## src/verilog/sdmacPkg.sv

```systemverilog
// SCSI DMA controller shared definitions
// Bus widths, FIFO geometry, register addresses and the
// packed control bundles that travel between the blocks
package sdmacPkg;

    // CPU bus and FIFO word width
    localparam int DataWidth = 32;

    // SCSI port width, one half of a CPU word
    localparam int ScsiWidth = 16;

    // Transfer FIFO geometry
    localparam int FifoDepth = 8;
    localparam int FifoAddrWidth = 3;

    // Register file addresses as seen on the CPU bus
    typedef enum logic [1:0] {
        regCntr    = 2'd0,
        regIstr    = 2'd1,
        regScratch = 2'd2
    } regAddrE;

    // Steering strobes from the DMA sequencer
    // All of them are level signals sampled on the clock edge
    typedef struct packed {
        logic cpu2s;
        logic s2cpu;
        logic s2f;
        logic f2s;
        logic ls2cpu;
        logic f2cpuL;
        logic f2cpuH;
    } steerT;

    // Half and byte offsets for the SCSI packer and unpacker
    typedef struct packed {
        // Low fills the high half of the packed word, high fills the low half
        logic a3;
        // Low sends the high half out on SCSI
        logic bo1;
        // High swaps the two bytes of the outgoing half
        logic bo0;
    } laneT;

    // CPU bus control, strobes are active low
    typedef struct packed {
        logic    dsN;
        logic    dmacSelN;
        logic    rw;
        logic    ownN;
        regAddrE addr;
    } cpuBusT;

endpackage

```

## src/verilog/controlRegs.sv

```systemverilog
// Control and status registers on the CPU bus
// Holds the control word with the DMA direction bit, a scratch word,
// and a read-only status word built from the FIFO flags
module controlRegs (
    input  logic                           clk,
    input  logic                           arstN,
    input  logic                           wr,
    input  sdmacPkg::regAddrE              addr,
    input  logic [sdmacPkg::DataWidth-1:0] din,
    input  logic                           fifoFull,
    input  logic                           fifoEmpty,
    output logic [sdmacPkg::DataWidth-1:0] dout,
    output logic                           dmaDir
);

    logic [sdmacPkg::DataWidth-1:0] cntr;
    logic [sdmacPkg::DataWidth-1:0] scratch;
    logic [sdmacPkg::DataWidth-1:0] istr;

    // Bit 1 of the control word sets the transfer toward memory
    assign dmaDir = cntr[1];

    // Status word, empty in bit 0 and full in bit 1
    assign istr = {{(sdmacPkg::DataWidth - 2){1'b0}}, fifoFull, fifoEmpty};

    // Writes land on the edge after the pulse, the status word ignores them
    always_ff @(posedge clk or negedge arstN) begin
        if (!arstN) begin
            cntr    <= '0;
            scratch <= '0;
        end else if (wr) begin
            case (addr)
                sdmacPkg::regCntr:    cntr <= din;
                sdmacPkg::regScratch: scratch <= din;
                default: ;
            endcase
        end
    end

    // Read mux is combinational from the address
    always_comb begin
        case (addr)
            sdmacPkg::regCntr:    dout = cntr;
            sdmacPkg::regIstr:    dout = istr;
            sdmacPkg::regScratch: dout = scratch;
            default:              dout = '0;
        endcase
    end

    // The address comes from the CPU bus bundle and must decode on every write
    legalWrAddr: assert property (@(posedge clk) disable iff (!arstN)
        wr |-> (addr inside {sdmacPkg::regCntr, sdmacPkg::regIstr, sdmacPkg::regScratch}))
        else $error("controlRegs: write to undecoded address %0d", addr);

endmodule

```

## src/verilog/datapath.sv

```systemverilog
// SCSI DMA data path
// Steers words between the CPU bus, the transfer FIFO and the SCSI port,
// and decides when this chip drives the CPU data bus
module datapath (
    input  logic                           clk,
    input  logic                           arstN,
    input  logic [sdmacPkg::DataWidth-1:0] dataIn,
    input  logic [sdmacPkg::ScsiWidth-1:0] pdIn,
    input  logic [sdmacPkg::DataWidth-1:0] fifoOd,
    input  logic [sdmacPkg::DataWidth-1:0] regOd,
    input  sdmacPkg::cpuBusT               cpuBus,
    input  sdmacPkg::steerT                steer,
    input  sdmacPkg::laneT                 lane,
    input  logic                           dmaDir,
    input  logic                           bridgeIn,
    input  logic                           bridgeOut,
    input  logic                           dieH,
    input  logic                           dieL,
    output logic [sdmacPkg::ScsiWidth-1:0] pdOut,
    output logic [sdmacPkg::DataWidth-1:0] mid,
    output logic [sdmacPkg::DataWidth-1:0] fifoId,
    output logic [sdmacPkg::DataWidth-1:0] dataOut,
    output logic                           dataOe
);

    logic [sdmacPkg::DataWidth-1:0] cpuOd;
    logic [sdmacPkg::DataWidth-1:0] scsiOd;
    logic [sdmacPkg::DataWidth-1:0] modScsi;
    logic [sdmacPkg::DataWidth-1:0] modTx;
    logic                           dieLow;

    // CPU to SCSI always uses the low lanes
    assign dieLow = dieL | steer.cpu2s;

    // The CPU reads either the latched SCSI word or a register
    assign modTx = steer.s2cpu ? modScsi : regOd;

    // The FIFO fills from SCSI during s2f and from the CPU otherwise
    assign fifoId = steer.s2f ? scsiOd : cpuOd;

    // Drive the bus on a selected CPU read, or when DMA owns the bus heading to memory
    assign dataOe = (~cpuBus.dsN & ~cpuBus.dmacSelN & cpuBus.rw) | (~cpuBus.ownN & dmaDir);

    datapathInput u_datapathInput (
        .clk      (clk),
        .arstN    (arstN),
        .data     (dataIn),
        .cpuBus   (cpuBus),
        .bridgeIn (bridgeIn),
        .dieH     (dieH),
        .dieL     (dieLow),
        .mid      (mid),
        .cpuOd    (cpuOd)
    );

    datapathOutput u_datapathOutput (
        .clk       (clk),
        .arstN     (arstN),
        .od        (fifoOd),
        .mod       (modTx),
        .f2cpuL    (steer.f2cpuL),
        .f2cpuH    (steer.f2cpuH),
        .bridgeOut (bridgeOut),
        .data      (dataOut)
    );

    datapathScsi u_datapathScsi (
        .clk     (clk),
        .arstN   (arstN),
        .pdIn    (pdIn),
        .fifoOd  (fifoOd),
        .cpuOd   (cpuOd),
        .steer   (steer),
        .lane    (lane),
        .pdOut   (pdOut),
        .scsiOd  (scsiOd),
        .modScsi (modScsi)
    );

endmodule

```

## src/verilog/datapathInput.sv

```systemverilog
// CPU-side input latch of the data path
// Captures write data into the register path and into the
// word bound for the FIFO or SCSI, with lane enables and 16-bit bridging
module datapathInput (
    input  logic                           clk,
    input  logic                           arstN,
    input  logic [sdmacPkg::DataWidth-1:0] data,
    input  sdmacPkg::cpuBusT               cpuBus,
    input  logic                           bridgeIn,
    input  logic                           dieH,
    input  logic                           dieL,
    output logic [sdmacPkg::DataWidth-1:0] mid,
    output logic [sdmacPkg::DataWidth-1:0] cpuOd
);

    localparam int Half = sdmacPkg::DataWidth / 2;

    logic                           cpuWrite;
    logic [sdmacPkg::DataWidth-1:0] bridged;

    // A CPU write cycle is a low data strobe with the bus in write direction
    assign cpuWrite = ~cpuBus.dsN & ~cpuBus.rw;

    // A 16-bit master drives only the low lanes, so mirror them upward
    assign bridged = bridgeIn ? {data[Half-1:0], data[Half-1:0]} : data;

    always_ff @(posedge clk or negedge arstN) begin
        if (!arstN) begin
            mid   <= '0;
            cpuOd <= '0;
        end else if (cpuWrite) begin
            // The register path always sees the raw bus
            mid <= data;
            // Each half of the transfer word only moves when its lane is enabled
            if (dieH) begin
                cpuOd[sdmacPkg::DataWidth-1:Half] <= bridged[sdmacPkg::DataWidth-1:Half];
            end
            if (dieL) begin
                cpuOd[Half-1:0] <= bridged[Half-1:0];
            end
        end
    end

endmodule

```

## src/verilog/datapathOutput.sv

```systemverilog
// CPU-side output register of the data path
// Each half comes from the FIFO head or from the modified word,
// and a 16-bit reader gets the high half copied into the low lanes
module datapathOutput (
    input  logic                           clk,
    input  logic                           arstN,
    input  logic [sdmacPkg::DataWidth-1:0] od,
    input  logic [sdmacPkg::DataWidth-1:0] mod,
    input  logic                           f2cpuL,
    input  logic                           f2cpuH,
    input  logic                           bridgeOut,
    output logic [sdmacPkg::DataWidth-1:0] data
);

    localparam int Half = sdmacPkg::DataWidth / 2;

    logic [Half-1:0] highSel;
    logic [Half-1:0] lowSel;
    logic [Half-1:0] lowOut;

    // Per-half source selection
    assign highSel = f2cpuH ? od[sdmacPkg::DataWidth-1:Half] : mod[sdmacPkg::DataWidth-1:Half];
    assign lowSel  = f2cpuL ? od[Half-1:0] : mod[Half-1:0];

    // A 16-bit reader only looks at the low lanes, so it must see the high half there
    assign lowOut = bridgeOut ? highSel : lowSel;

    // The register follows its source every cycle, so a stable source
    // shows on the bus one cycle later
    always_ff @(posedge clk or negedge arstN) begin
        if (!arstN) begin
            data <= '0;
        end else begin
            data <= {highSel, lowOut};
        end
    end

endmodule

```

## src/verilog/datapathScsi.sv

```systemverilog
// SCSI side of the data path
// Packs incoming SCSI half-words into a 32-bit word, splits
// FIFO or CPU words back into half-words for the SCSI port, and
// holds a latched copy of the packed word for the CPU
module datapathScsi (
    input  logic                           clk,
    input  logic                           arstN,
    input  logic [sdmacPkg::ScsiWidth-1:0] pdIn,
    input  logic [sdmacPkg::DataWidth-1:0] fifoOd,
    input  logic [sdmacPkg::DataWidth-1:0] cpuOd,
    input  sdmacPkg::steerT                steer,
    input  sdmacPkg::laneT                 lane,
    output logic [sdmacPkg::ScsiWidth-1:0] pdOut,
    output logic [sdmacPkg::DataWidth-1:0] scsiOd,
    output logic [sdmacPkg::DataWidth-1:0] modScsi
);

    localparam int Byte = sdmacPkg::ScsiWidth / 2;

    logic                           packEn;
    logic                           sendEn;
    logic [sdmacPkg::DataWidth-1:0] txWord;
    logic [sdmacPkg::ScsiWidth-1:0] txHalf;
    logic [sdmacPkg::ScsiWidth-1:0] txSwapped;

    // Incoming half-words are captured both for the FIFO and for the CPU latch
    assign packEn = steer.s2f | steer.ls2cpu;
    assign sendEn = steer.f2s | steer.cpu2s;

    // Outgoing source word, FIFO head unless the CPU is writing straight to SCSI
    assign txWord = steer.f2s ? fifoOd : cpuOd;

    // bo1 low selects the high half, which goes out first
    assign txHalf = lane.bo1 ? txWord[sdmacPkg::ScsiWidth-1:0]
                             : txWord[sdmacPkg::DataWidth-1:sdmacPkg::ScsiWidth];

    // bo0 swaps the byte order within the chosen half
    assign txSwapped = lane.bo0 ? {txHalf[Byte-1:0], txHalf[sdmacPkg::ScsiWidth-1:Byte]}
                                : txHalf;

    // Packer, a3 picks which half of the word this half-word fills
    always_ff @(posedge clk or negedge arstN) begin
        if (!arstN) begin
            scsiOd <= '0;
        end else if (packEn) begin
            if (lane.a3) begin
                scsiOd[sdmacPkg::ScsiWidth-1:0] <= pdIn;
            end else begin
                scsiOd[sdmacPkg::DataWidth-1:sdmacPkg::ScsiWidth] <= pdIn;
            end
        end
    end

    // The CPU latch takes the packed word as it stood before this edge,
    // so later half-words do not disturb what the CPU reads back
    always_ff @(posedge clk or negedge arstN) begin
        if (!arstN) begin
            modScsi <= '0;
        end else if (steer.ls2cpu) begin
            modScsi <= scsiOd;
        end
    end

    // Registered SCSI output, held between transfers
    always_ff @(posedge clk or negedge arstN) begin
        if (!arstN) begin
            pdOut <= '0;
        end else if (sendEn) begin
            pdOut <= txSwapped;
        end
    end

    // The sequencer never sources SCSI from FIFO and CPU at once
    oneTxSource: assert property (@(posedge clk) disable iff (!arstN)
        !(steer.f2s && steer.cpu2s))
        else $error("datapathScsi: f2s and cpu2s both high");

endmodule

```

## src/verilog/sdmacTop.sv

```systemverilog
// SCSI DMA controller top level
// Joins the data path with the transfer FIFO and the register file,
// sequencer strobes arrive as plain inputs
module sdmacTop (
    input  logic                           clk,
    input  logic                           arstN,
    input  sdmacPkg::cpuBusT               cpuBus,
    input  logic [sdmacPkg::DataWidth-1:0] dataIn,
    input  sdmacPkg::steerT                steer,
    input  sdmacPkg::laneT                 lane,
    input  logic [sdmacPkg::ScsiWidth-1:0] pdIn,
    input  logic                           dieH,
    input  logic                           dieL,
    input  logic                           bridgeIn,
    input  logic                           bridgeOut,
    input  logic                           fifoWr,
    input  logic                           fifoRd,
    input  logic                           regWr,
    output logic [sdmacPkg::DataWidth-1:0] dataOut,
    output logic                           dataOe,
    output logic [sdmacPkg::ScsiWidth-1:0] pdOut,
    output logic                           fifoFull,
    output logic                           fifoEmpty
);

    logic [sdmacPkg::DataWidth-1:0] fifoId;
    logic [sdmacPkg::DataWidth-1:0] fifoOd;
    logic [sdmacPkg::DataWidth-1:0] mid;
    logic [sdmacPkg::DataWidth-1:0] regOd;
    logic                           dmaDir;

    datapath u_datapath (
        .clk       (clk),
        .arstN     (arstN),
        .dataIn    (dataIn),
        .pdIn      (pdIn),
        .fifoOd    (fifoOd),
        .regOd     (regOd),
        .cpuBus    (cpuBus),
        .steer     (steer),
        .lane      (lane),
        .dmaDir    (dmaDir),
        .bridgeIn  (bridgeIn),
        .bridgeOut (bridgeOut),
        .dieH      (dieH),
        .dieL      (dieL),
        .pdOut     (pdOut),
        .mid       (mid),
        .fifoId    (fifoId),
        .dataOut   (dataOut),
        .dataOe    (dataOe)
    );

    transferFifo u_transferFifo (
        .clk   (clk),
        .arstN (arstN),
        .wr    (fifoWr),
        .rd    (fifoRd),
        .din   (fifoId),
        .dout  (fifoOd),
        .full  (fifoFull),
        .empty (fifoEmpty)
    );

    // Register writes take the latched CPU word
    controlRegs u_controlRegs (
        .clk       (clk),
        .arstN     (arstN),
        .wr        (regWr),
        .addr      (cpuBus.addr),
        .din       (mid),
        .fifoFull  (fifoFull),
        .fifoEmpty (fifoEmpty),
        .dout      (regOd),
        .dmaDir    (dmaDir)
    );

endmodule

```

## src/verilog/transferFifo.sv

```systemverilog
// Eight-word transfer FIFO
// First-word fall-through circular buffer, the head entry is always on dout
// and the flags follow the occupancy count
module transferFifo (
    input  logic                           clk,
    input  logic                           arstN,
    input  logic                           wr,
    input  logic                           rd,
    input  logic [sdmacPkg::DataWidth-1:0] din,
    output logic [sdmacPkg::DataWidth-1:0] dout,
    output logic                           full,
    output logic                           empty
);

    localparam int CountWidth = sdmacPkg::FifoAddrWidth + 1;

    logic [sdmacPkg::DataWidth-1:0]     mem [sdmacPkg::FifoDepth];
    logic [sdmacPkg::FifoAddrWidth-1:0] wrPtr;
    logic [sdmacPkg::FifoAddrWidth-1:0] rdPtr;
    logic [CountWidth-1:0]              count;
    logic                               doWr;
    logic                               doRd;

    // Overflow and underflow requests are dropped rather than corrupting the pointers
    assign doWr = wr & ~full;
    assign doRd = rd & ~empty;

    // The flags come straight off the count, so they move with the pointers
    assign full  = (count == CountWidth'(sdmacPkg::FifoDepth));
    assign empty = (count == '0);

    // Head of the queue, valid one cycle after a push into an empty FIFO
    assign dout = mem[rdPtr];

    // Storage array
    always_ff @(posedge clk) begin
        if (doWr) begin
            mem[wrPtr] <= din;
        end
    end

    // Pointers wrap on their own at the power-of-two depth
    always_ff @(posedge clk or negedge arstN) begin
        if (!arstN) begin
            wrPtr <= '0;
            rdPtr <= '0;
            count <= '0;
        end else begin
            if (doWr) begin
                wrPtr <= wrPtr + 1'b1;
            end
            if (doRd) begin
                rdPtr <= rdPtr + 1'b1;
            end
            // Simultaneous push and pop leaves the count alone
            if (doWr && !doRd) begin
                count <= count + 1'b1;
            end else if (doRd && !doWr) begin
                count <= count - 1'b1;
            end
        end
    end

    noPushFull: assert property (@(posedge clk) disable iff (!arstN) wr |-> !full)
        else $error("transferFifo: push while full");

    noPopEmpty: assert property (@(posedge clk) disable iff (!arstN) rd |-> !empty)
        else $error("transferFifo: pop while empty");

endmodule
```

## config.mk

```make
export PLATFORM = sky130hd
export DESIGN_NAME = sdmacTop
export DESIGN_NICKNAME = d
export VERILOG_FILES = /design/src/verilog/sdmacPkg.sv /design/src/verilog/controlRegs.sv /design/src/verilog/datapath.sv /design/src/verilog/datapathInput.sv /design/src/verilog/datapathOutput.sv /design/src/verilog/datapathScsi.sv /design/src/verilog/sdmacTop.sv /design/src/verilog/transferFifo.sv
export SDC_FILE = /design/constraint.sdc
export NUM_CORES = 1
export LEC_CHECK = 0
export BUFFER_PORTS_ARGS = -buffer_cell sky130_fd_sc_hd__buf_2
export CORE_UTILIZATION = 55
export DETAILED_ROUTE_END_ITERATION = 8
export PLACE_DENSITY_LB_ADDON = 0.05
export SYNTH_ARGS = -nofsm -noshare
export SYNTH_HDL_FRONTEND = slang
export SYNTH_SLANG_ARGS = --single-unit
```

## constraint.sdc

```tcl
create_clock -name clk -period 4.66 [get_ports clk]
set_input_delay 0.699 -clock clk [delete_from_list [all_inputs] [get_ports clk]]
set_output_delay 0.699 -clock clk [all_outputs]
set_load 0.05 [all_outputs]
```

== Word-level counts from Yosys, hierarchy flattened ==
Memory sizes are Yosys's and may differ from the RTL's.
Index checks and enable logic that the tools add are counted.
Storage, ports and cells
  memories kept: 1
  memory bits (writable): 256
  input port bits: 73
  output and inout bits: 51
  bits in registers: 250
  word-level logic and storage cells: 65
Operators by class
  multiplexer cells: 14
  equal/unequal tests: 3
  bitwise logic cells: 17
  reduce and logical (&&, ||, !) cells: 13
  $add $sub $neg: 4
Memories
  u_transferFifo.mem: depth 8, width 32, rd ports 1, clocked after memory_dff 0, write ports 1, line transferFifo.sv:17  | logic [sdmacPkg::DataWidth-1:0] mem [sdmacPkg::FifoDepth];
Operators by type and width (number)
  $mux 32: 4
  $pmux 32 s3: 1
  $mux 16: 5
  $reduce_and 2->1: 6
  $mux 4: 2
  $not 1->1: 7
  $add 3x1->3 const B: 2
  $and 1x1->1: 6
  $add 4x1->4 const B: 1
  $eq 4x4->1 const B: 1
  $logic_not 4->1: 1
  $or 1x1->1: 4
  $sub 4x1->4 const B: 1
  $eq 2x1->1 const B: 1
  $eq 2x2->1 const B: 1
  $logic_and 1x1->1: 2
  $logic_not 1->1: 2
  $logic_not 2->1: 1
  $mux 1: 2
  $reduce_bool 2->1: 1

== Logic depth before layout (Yosys ltp) ==
  word-level depth: 7
  depth in mapped cells: 12
  mapped depth without buffers: 12

== Hierarchy ==
From an unflattened synthesis, not the netlist that was laid out.
Unflattened totals
  cell total of the unflattened synthesis: 1265
  area, all modules: 22105.0 sq um
Modules (own cells, without submodules)
  transferFifo: cells each 434, area each 10282.4 sq um, seq. area each 7937.6 sq um, instances 1
  datapathScsi: cells each 306, area each 3717.3 sq um, seq. area each 2001.9 sq um, instances 1
  controlRegs: cells each 209, area each 2905.3 sq um, seq. area each 1601.5 sq um, instances 1
  datapathInput: cells each 154, area each 2605.0 sq um, seq. area each 1601.5 sq um, instances 1
  datapathOutput: cells each 86, area each 1483.9 sq um, seq. area each 800.8 sq um, instances 1
  datapath: cells each 76, area each 1111.1 sq um, seq. area each 0.0 sq um, instances 1

== Worst setup path after synthesis ==
No wires, ideal clock.
  path kind: input-to-reg
  start: input fifoWr
  end: memory u_transferFifo.mem[2][0] (netlist bit), enable pin
  library setup time: 0.513 ns
  required time: 4.147 ns
  cell stages on the path: 2
  buffers on the path: 0
  path slack: -0.083 ns
  data arrival time: 4.231 ns
  cells stage by stage: nand2_1 -> nor4b_1
Between the ends
  word-level cells in the longest chain between the ends: 3
Ends and longest elaborated chain
  from (decl): line sdmacTop.sv:16  | input logic fifoWr,
  $and 1x1->1: line transferFifo.sv:25  | assign doWr = wr & ~full;
  $mux 1: line transferFifo.sv:37  | if (doWr) begin
  $mux 1 (not written as such): line transferFifo.sv:38  | mem[wrPtr] <= din;
  to (decl): line transferFifo.sv:17
No other way between the ends.

== Worst setup path in the final report ==
  start: register u_transferFifo.rdPtr[0] (netlist bit)
  end: register u_datapath.u_datapathScsi.pdOut[4] (netlist bit)
Between the ends
  word-level cells in the longest chain between the ends: 4
Ends and longest elaborated chain
  from (decl): line transferFifo.sv:19  | logic [sdmacPkg::FifoAddrWidth-1:0] rdPtr;
  from (signal assigned): line transferFifo.sv:53  | rdPtr <= rdPtr + 1'b1;
  $mem_v2 8x32
  $mux 32: line datapathScsi.sv:31  | assign txWord = steer.f2s ? fifoOd : cpuOd;
  $mux 16: line datapathScsi.sv:34  | assign txHalf = lane.bo1 ? txWord[sdmacPkg::ScsiWidth-1:0]
  $mux 16: line datapathScsi.sv:38  | assign txSwapped = lane.bo0 ? {txHalf[Byte-1:0], txHalf[sdmacPkg::ScsiWidth-1:Byte]}
  to (signal assigned): line datapathScsi.sv:69  | pdOut <= txSwapped;
  to (decl): line datapathScsi.sv:13  | output logic [sdmacPkg::ScsiWidth-1:0] pdOut,
No other way between the ends.
A chain may end at the register's enable or synchronous reset.

==> results.txt <==
Crit-path cells - buf_4, mux4_2, mux2_2, a221oi_1, a21oi_1
Synth Cell Area - 21200 µm²
Crit path launch type - flop
Post-synth EDFFs - 256
Sequential share of the synthesized area - 65.8%
Tmin final - 3.03 ns
R2r endpoint - u_datapath.u_datapathScsi.pdOut[4]$_DFFE_PN0P_
Top_reg_cell synth - edfxtp_1
Reg2Reg Depth - 5
CTS resizes - 0
Worst vdd ir - 0.468 mV
Share of cells above drive strength 1 - 38.3%
I/O pin cnt - 124
Port Buffers - 123
Hold buffer count at cts - 0
Tightest Pin Transition - 1.19 ns
Die X - 198 µm
DP Wirelength - 34700 µm
Cells after Synth - 1292
Post-synthesis mux area share - 22.4%
Layout Nets - 1487
Relative slew margins - 20.9%
Final setup viols - 0
GPL Wtd Cong - 0.872
Worst setup EP type - flop
R2R Setup Slk - 1.63 ns
Fillers - 2767
Reg clk slew, reported paths - 0.06 ns
TritonCTS clock tree - done
Global-route wire length before repair - 77400 µm
Post-Synth XOR/XNOR Area - 0.331%
Initial Util - 56.1%
Vias in the first global route - 12100
Initial antenna violation count - 0
Synth Area per Inst - 16.4 µm²
Total grt overflow - 0
Number of max-cap violations - 0
Die height - 198 µm
Routed Antenna Nets - 0
Synth Area in Adders - 0.390%
Outcome - finished, final reports clean
Leak - 9.14 nW
DR iter-0 viols - 869
Drt drc - 0
CP arrival - 3.48 ns
CP peak stage delay - 0.71 ns
Clock Sinks - 506
Final Hold Fails - 0
Final hold slack - 0.145 ns
Library cells used by synthesis - 52
#FFs+latches synth - 506
Post-route setup TNS - 0 ns
Fin. max-slew vios - 0
Row cnt - 71
Total die area - 39300 µm²
Req. time, crit path - 5.11 ns
Area Growth Syn to Fin - 12.9%
Compound-Gate Fraction of Synth Area - 6.12%
Detailed Route WL - 52000 µm
Synth area leaders - edfxtp_1 (36%), dfrtp_1 (30%), mux2_2 (14%)
Clock latency on the worst-skew pair - 0.59 ns
FFs w/ async S/R, synth - 49.4%
Synth warn - 0
Vias - 12000
Root Driver - clkbuf_16
CP max-delay cell - dfrtp_4
Final worst path period share - 65.0%
Pwr dens - 595 nW/µm²
Core Region - 37800 µm²
Yosys top cell area share - 36.3%
Unrepaired setup endpoints after global routing - false
Simple-Gate Fraction of Synth Area - 2.74%
Total nets after synthesis - 1371
Drt wl/cell - 26.6 µm
Critical path class - flop to flop
Clock Skew - 0.0168 ns
Largest buffer count on any clock path - 3
CP Max Fanout - 25
GRT Total Usage - 27.4%
Yosys top cell by area - edfxtp_1
H-Tree Depth - 2
Largest net degree at the start of global routing - 114
TritonRoute pass-1 iters - 5
Reg2reg start - u_transferFifo.rdPtr[0]$_DFFE_PN0P_
Worst hold path class - primary input to asynchronous set/reset pin
F_max - 0.330 GHz
Post-CTS setup buffers - 0
Via density - 6.11
Main combinational cell family by area after synthesis - multiplexers
CTS Buf Count - 51
## layer usage
layer	global-route usage, %	vias to the layer above	wire length [µm]
met5	0	-	0
li1	-	5213	-
met1	37.3	6287	21700
met4	9.22	0	1430
met2	44.6	383	25800
met3	5.04	89	3040
## registers in the layout, indices dropped and copies added, names as in the netlist, 32 cells and up
signal	cells
u_controlRegs.cntr	32
u_datapath.u_datapathInput.cpuOd	32
u_transferFifo.mem	256
u_datapath.u_datapathScsi.modScsi	32
u_datapath.u_datapathOutput.data	32
u_datapath.u_datapathScsi.scsiOd	32
u_controlRegs.scratch	32
u_datapath.u_datapathInput.mid	32
## how the worst max path moves through the flow
stage | from | end | slack, ns | cells after the start
after floorplan | fifoWr | u_transferFifo.mem[0][0]$_DFFE_PP_ | 0.25 | 2
after global placement | u_transferFifo.rdPtr[0]$_DFFE_PN0P_ | u_datapath.u_datapathScsi.pdOut[4]$_DFFE_PN0P_ | 1.68 | 5
after detailed placement | u_transferFifo.rdPtr[0]$_DFFE_PN0P_ | u_datapath.u_datapathScsi.pdOut[4]$_DFFE_PN0P_ | 1.66 | 5
after CTS | u_transferFifo.count[0]$_DFFE_PN0P_ | u_transferFifo.mem[5][19]$_DFFE_PP_ | 1.66 | 7
after global routing | u_transferFifo.rdPtr[0]$_DFFE_PN0P_ | u_datapath.u_datapathScsi.pdOut[4]$_DFFE_PN0P_ | 1.48 | 5
final | u_transferFifo.rdPtr[0]$_DFFE_PN0P_ | u_datapath.u_datapathScsi.pdOut[4]$_DFFE_PN0P_ | 1.63 | 5
## Yosys cell counts, types with 6 or more instances
master      n
nand2_1    43
o31ai_1     8
dfrtp_1   250
xnor2_1     7
nor2_1     43
inv_1      15
edfxtp_1  256
a22oi_1     8
o21ai_0    10
buf_1       9
mux2_2    267
a221o_1     7
mux4_2     55
a21oi_1    47
buf_6       6
a22o_1      9
mux2i_1    50
o22a_1      7
nor2b_1    23
buf_2      18
clkbuf_1   48
o21a_1     11
a221oi_1   34
## critical path, delay by kind of cell, from the launching register on
kind                   cells  cell delay (ns)
flip-flops                 1             0.71
buffers and inverters      1             0.50
multiplexers               2             0.95
AO/OA/AOI/OAI              2             0.70
## power by group
part           total (mW)  switching, mW  internal [mW]  leakage [nW]
logic                4.06           2.43           1.62          3.11
clock network        3.89           1.66           2.23         0.769
registers            6.29          0.597           5.69          5.26
total                14.2           4.69           9.55          9.14
## placed cells by master, fill, tap and decap left out, types with 3 or more instances in the layout
cell type	count
mux2_2	267
edfxtp_1	256
dfrtp_1	248
buf_2	122
mux4_2	55
clkbuf_16	53
mux2i_1	50
a21oi_1	47
nand2_1	43
nor2_1	40
a221oi_1	34
nor2b_1	23
buf_4	20
clkbuf_1	19
inv_1	15
o21a_1	11
o21ai_0	10
a22o_1	9
o31ai_1	8
a22oi_1	8
clkinv_2	8
a221o_1	7
o22a_1	7
xnor2_1	7
clkbuf_8	6
ha_1	5
a211o_1	4
o2111ai_1	4
a211oi_1	4
a2111oi_0	4
o2111a_1	4
a2111o_1	4
a31oi_1	3
nor3_2	3
and2_1	3
clkinv_1	3
buf_12	3
## area by class of cell
type	instances	area, µm²	share of cell area, %
Multi-Input combinational cell	687	6850	28.7
Clock buffer	78	1480	6.19
Clock inverter	13	88.8	0.372
Timing Repair Buffer	146	836	3.50
Antenna cell	1	2.50	0.0105
Inverter	16	60.1	0.251
Tap cell	511	639	2.67
Sequential cell	506	13900	58.3
## cells by family (layout without fill, tap and decap cells)
logic type / after synthesis / in the layout
simple gates: 126 / 126
flops: 506 / 506
buf+inv: 99 / 253
mux: 372 / 372
other cells: 0 / 1
compound gates: 175 / 175
xor+xnor: 8 / 8
fa+ha+maj: 6 / 6
## through the flow
stage / setup slack [ns] / power (mW) / instances / instance area (µm²) / utilization, %
after floorplan: 0.248 / 9.09 / 1292 / 21200 / -
after global placement: 1.68 / 10.4 / 1866 / 22300 / 59.2
after detailed placement: 1.66 / 10.5 / 1866 / 22300 / 59.2
after CTS: 1.66 / 14.4 / 1957 / 23900 / 63.3
after global routing: 1.48 / 14.8 / 1957 / 23900 / 63.3
final: 1.63 / 14.2 / 1958 / 23900 / 63.3
Power figures use the tool's default switching activity.
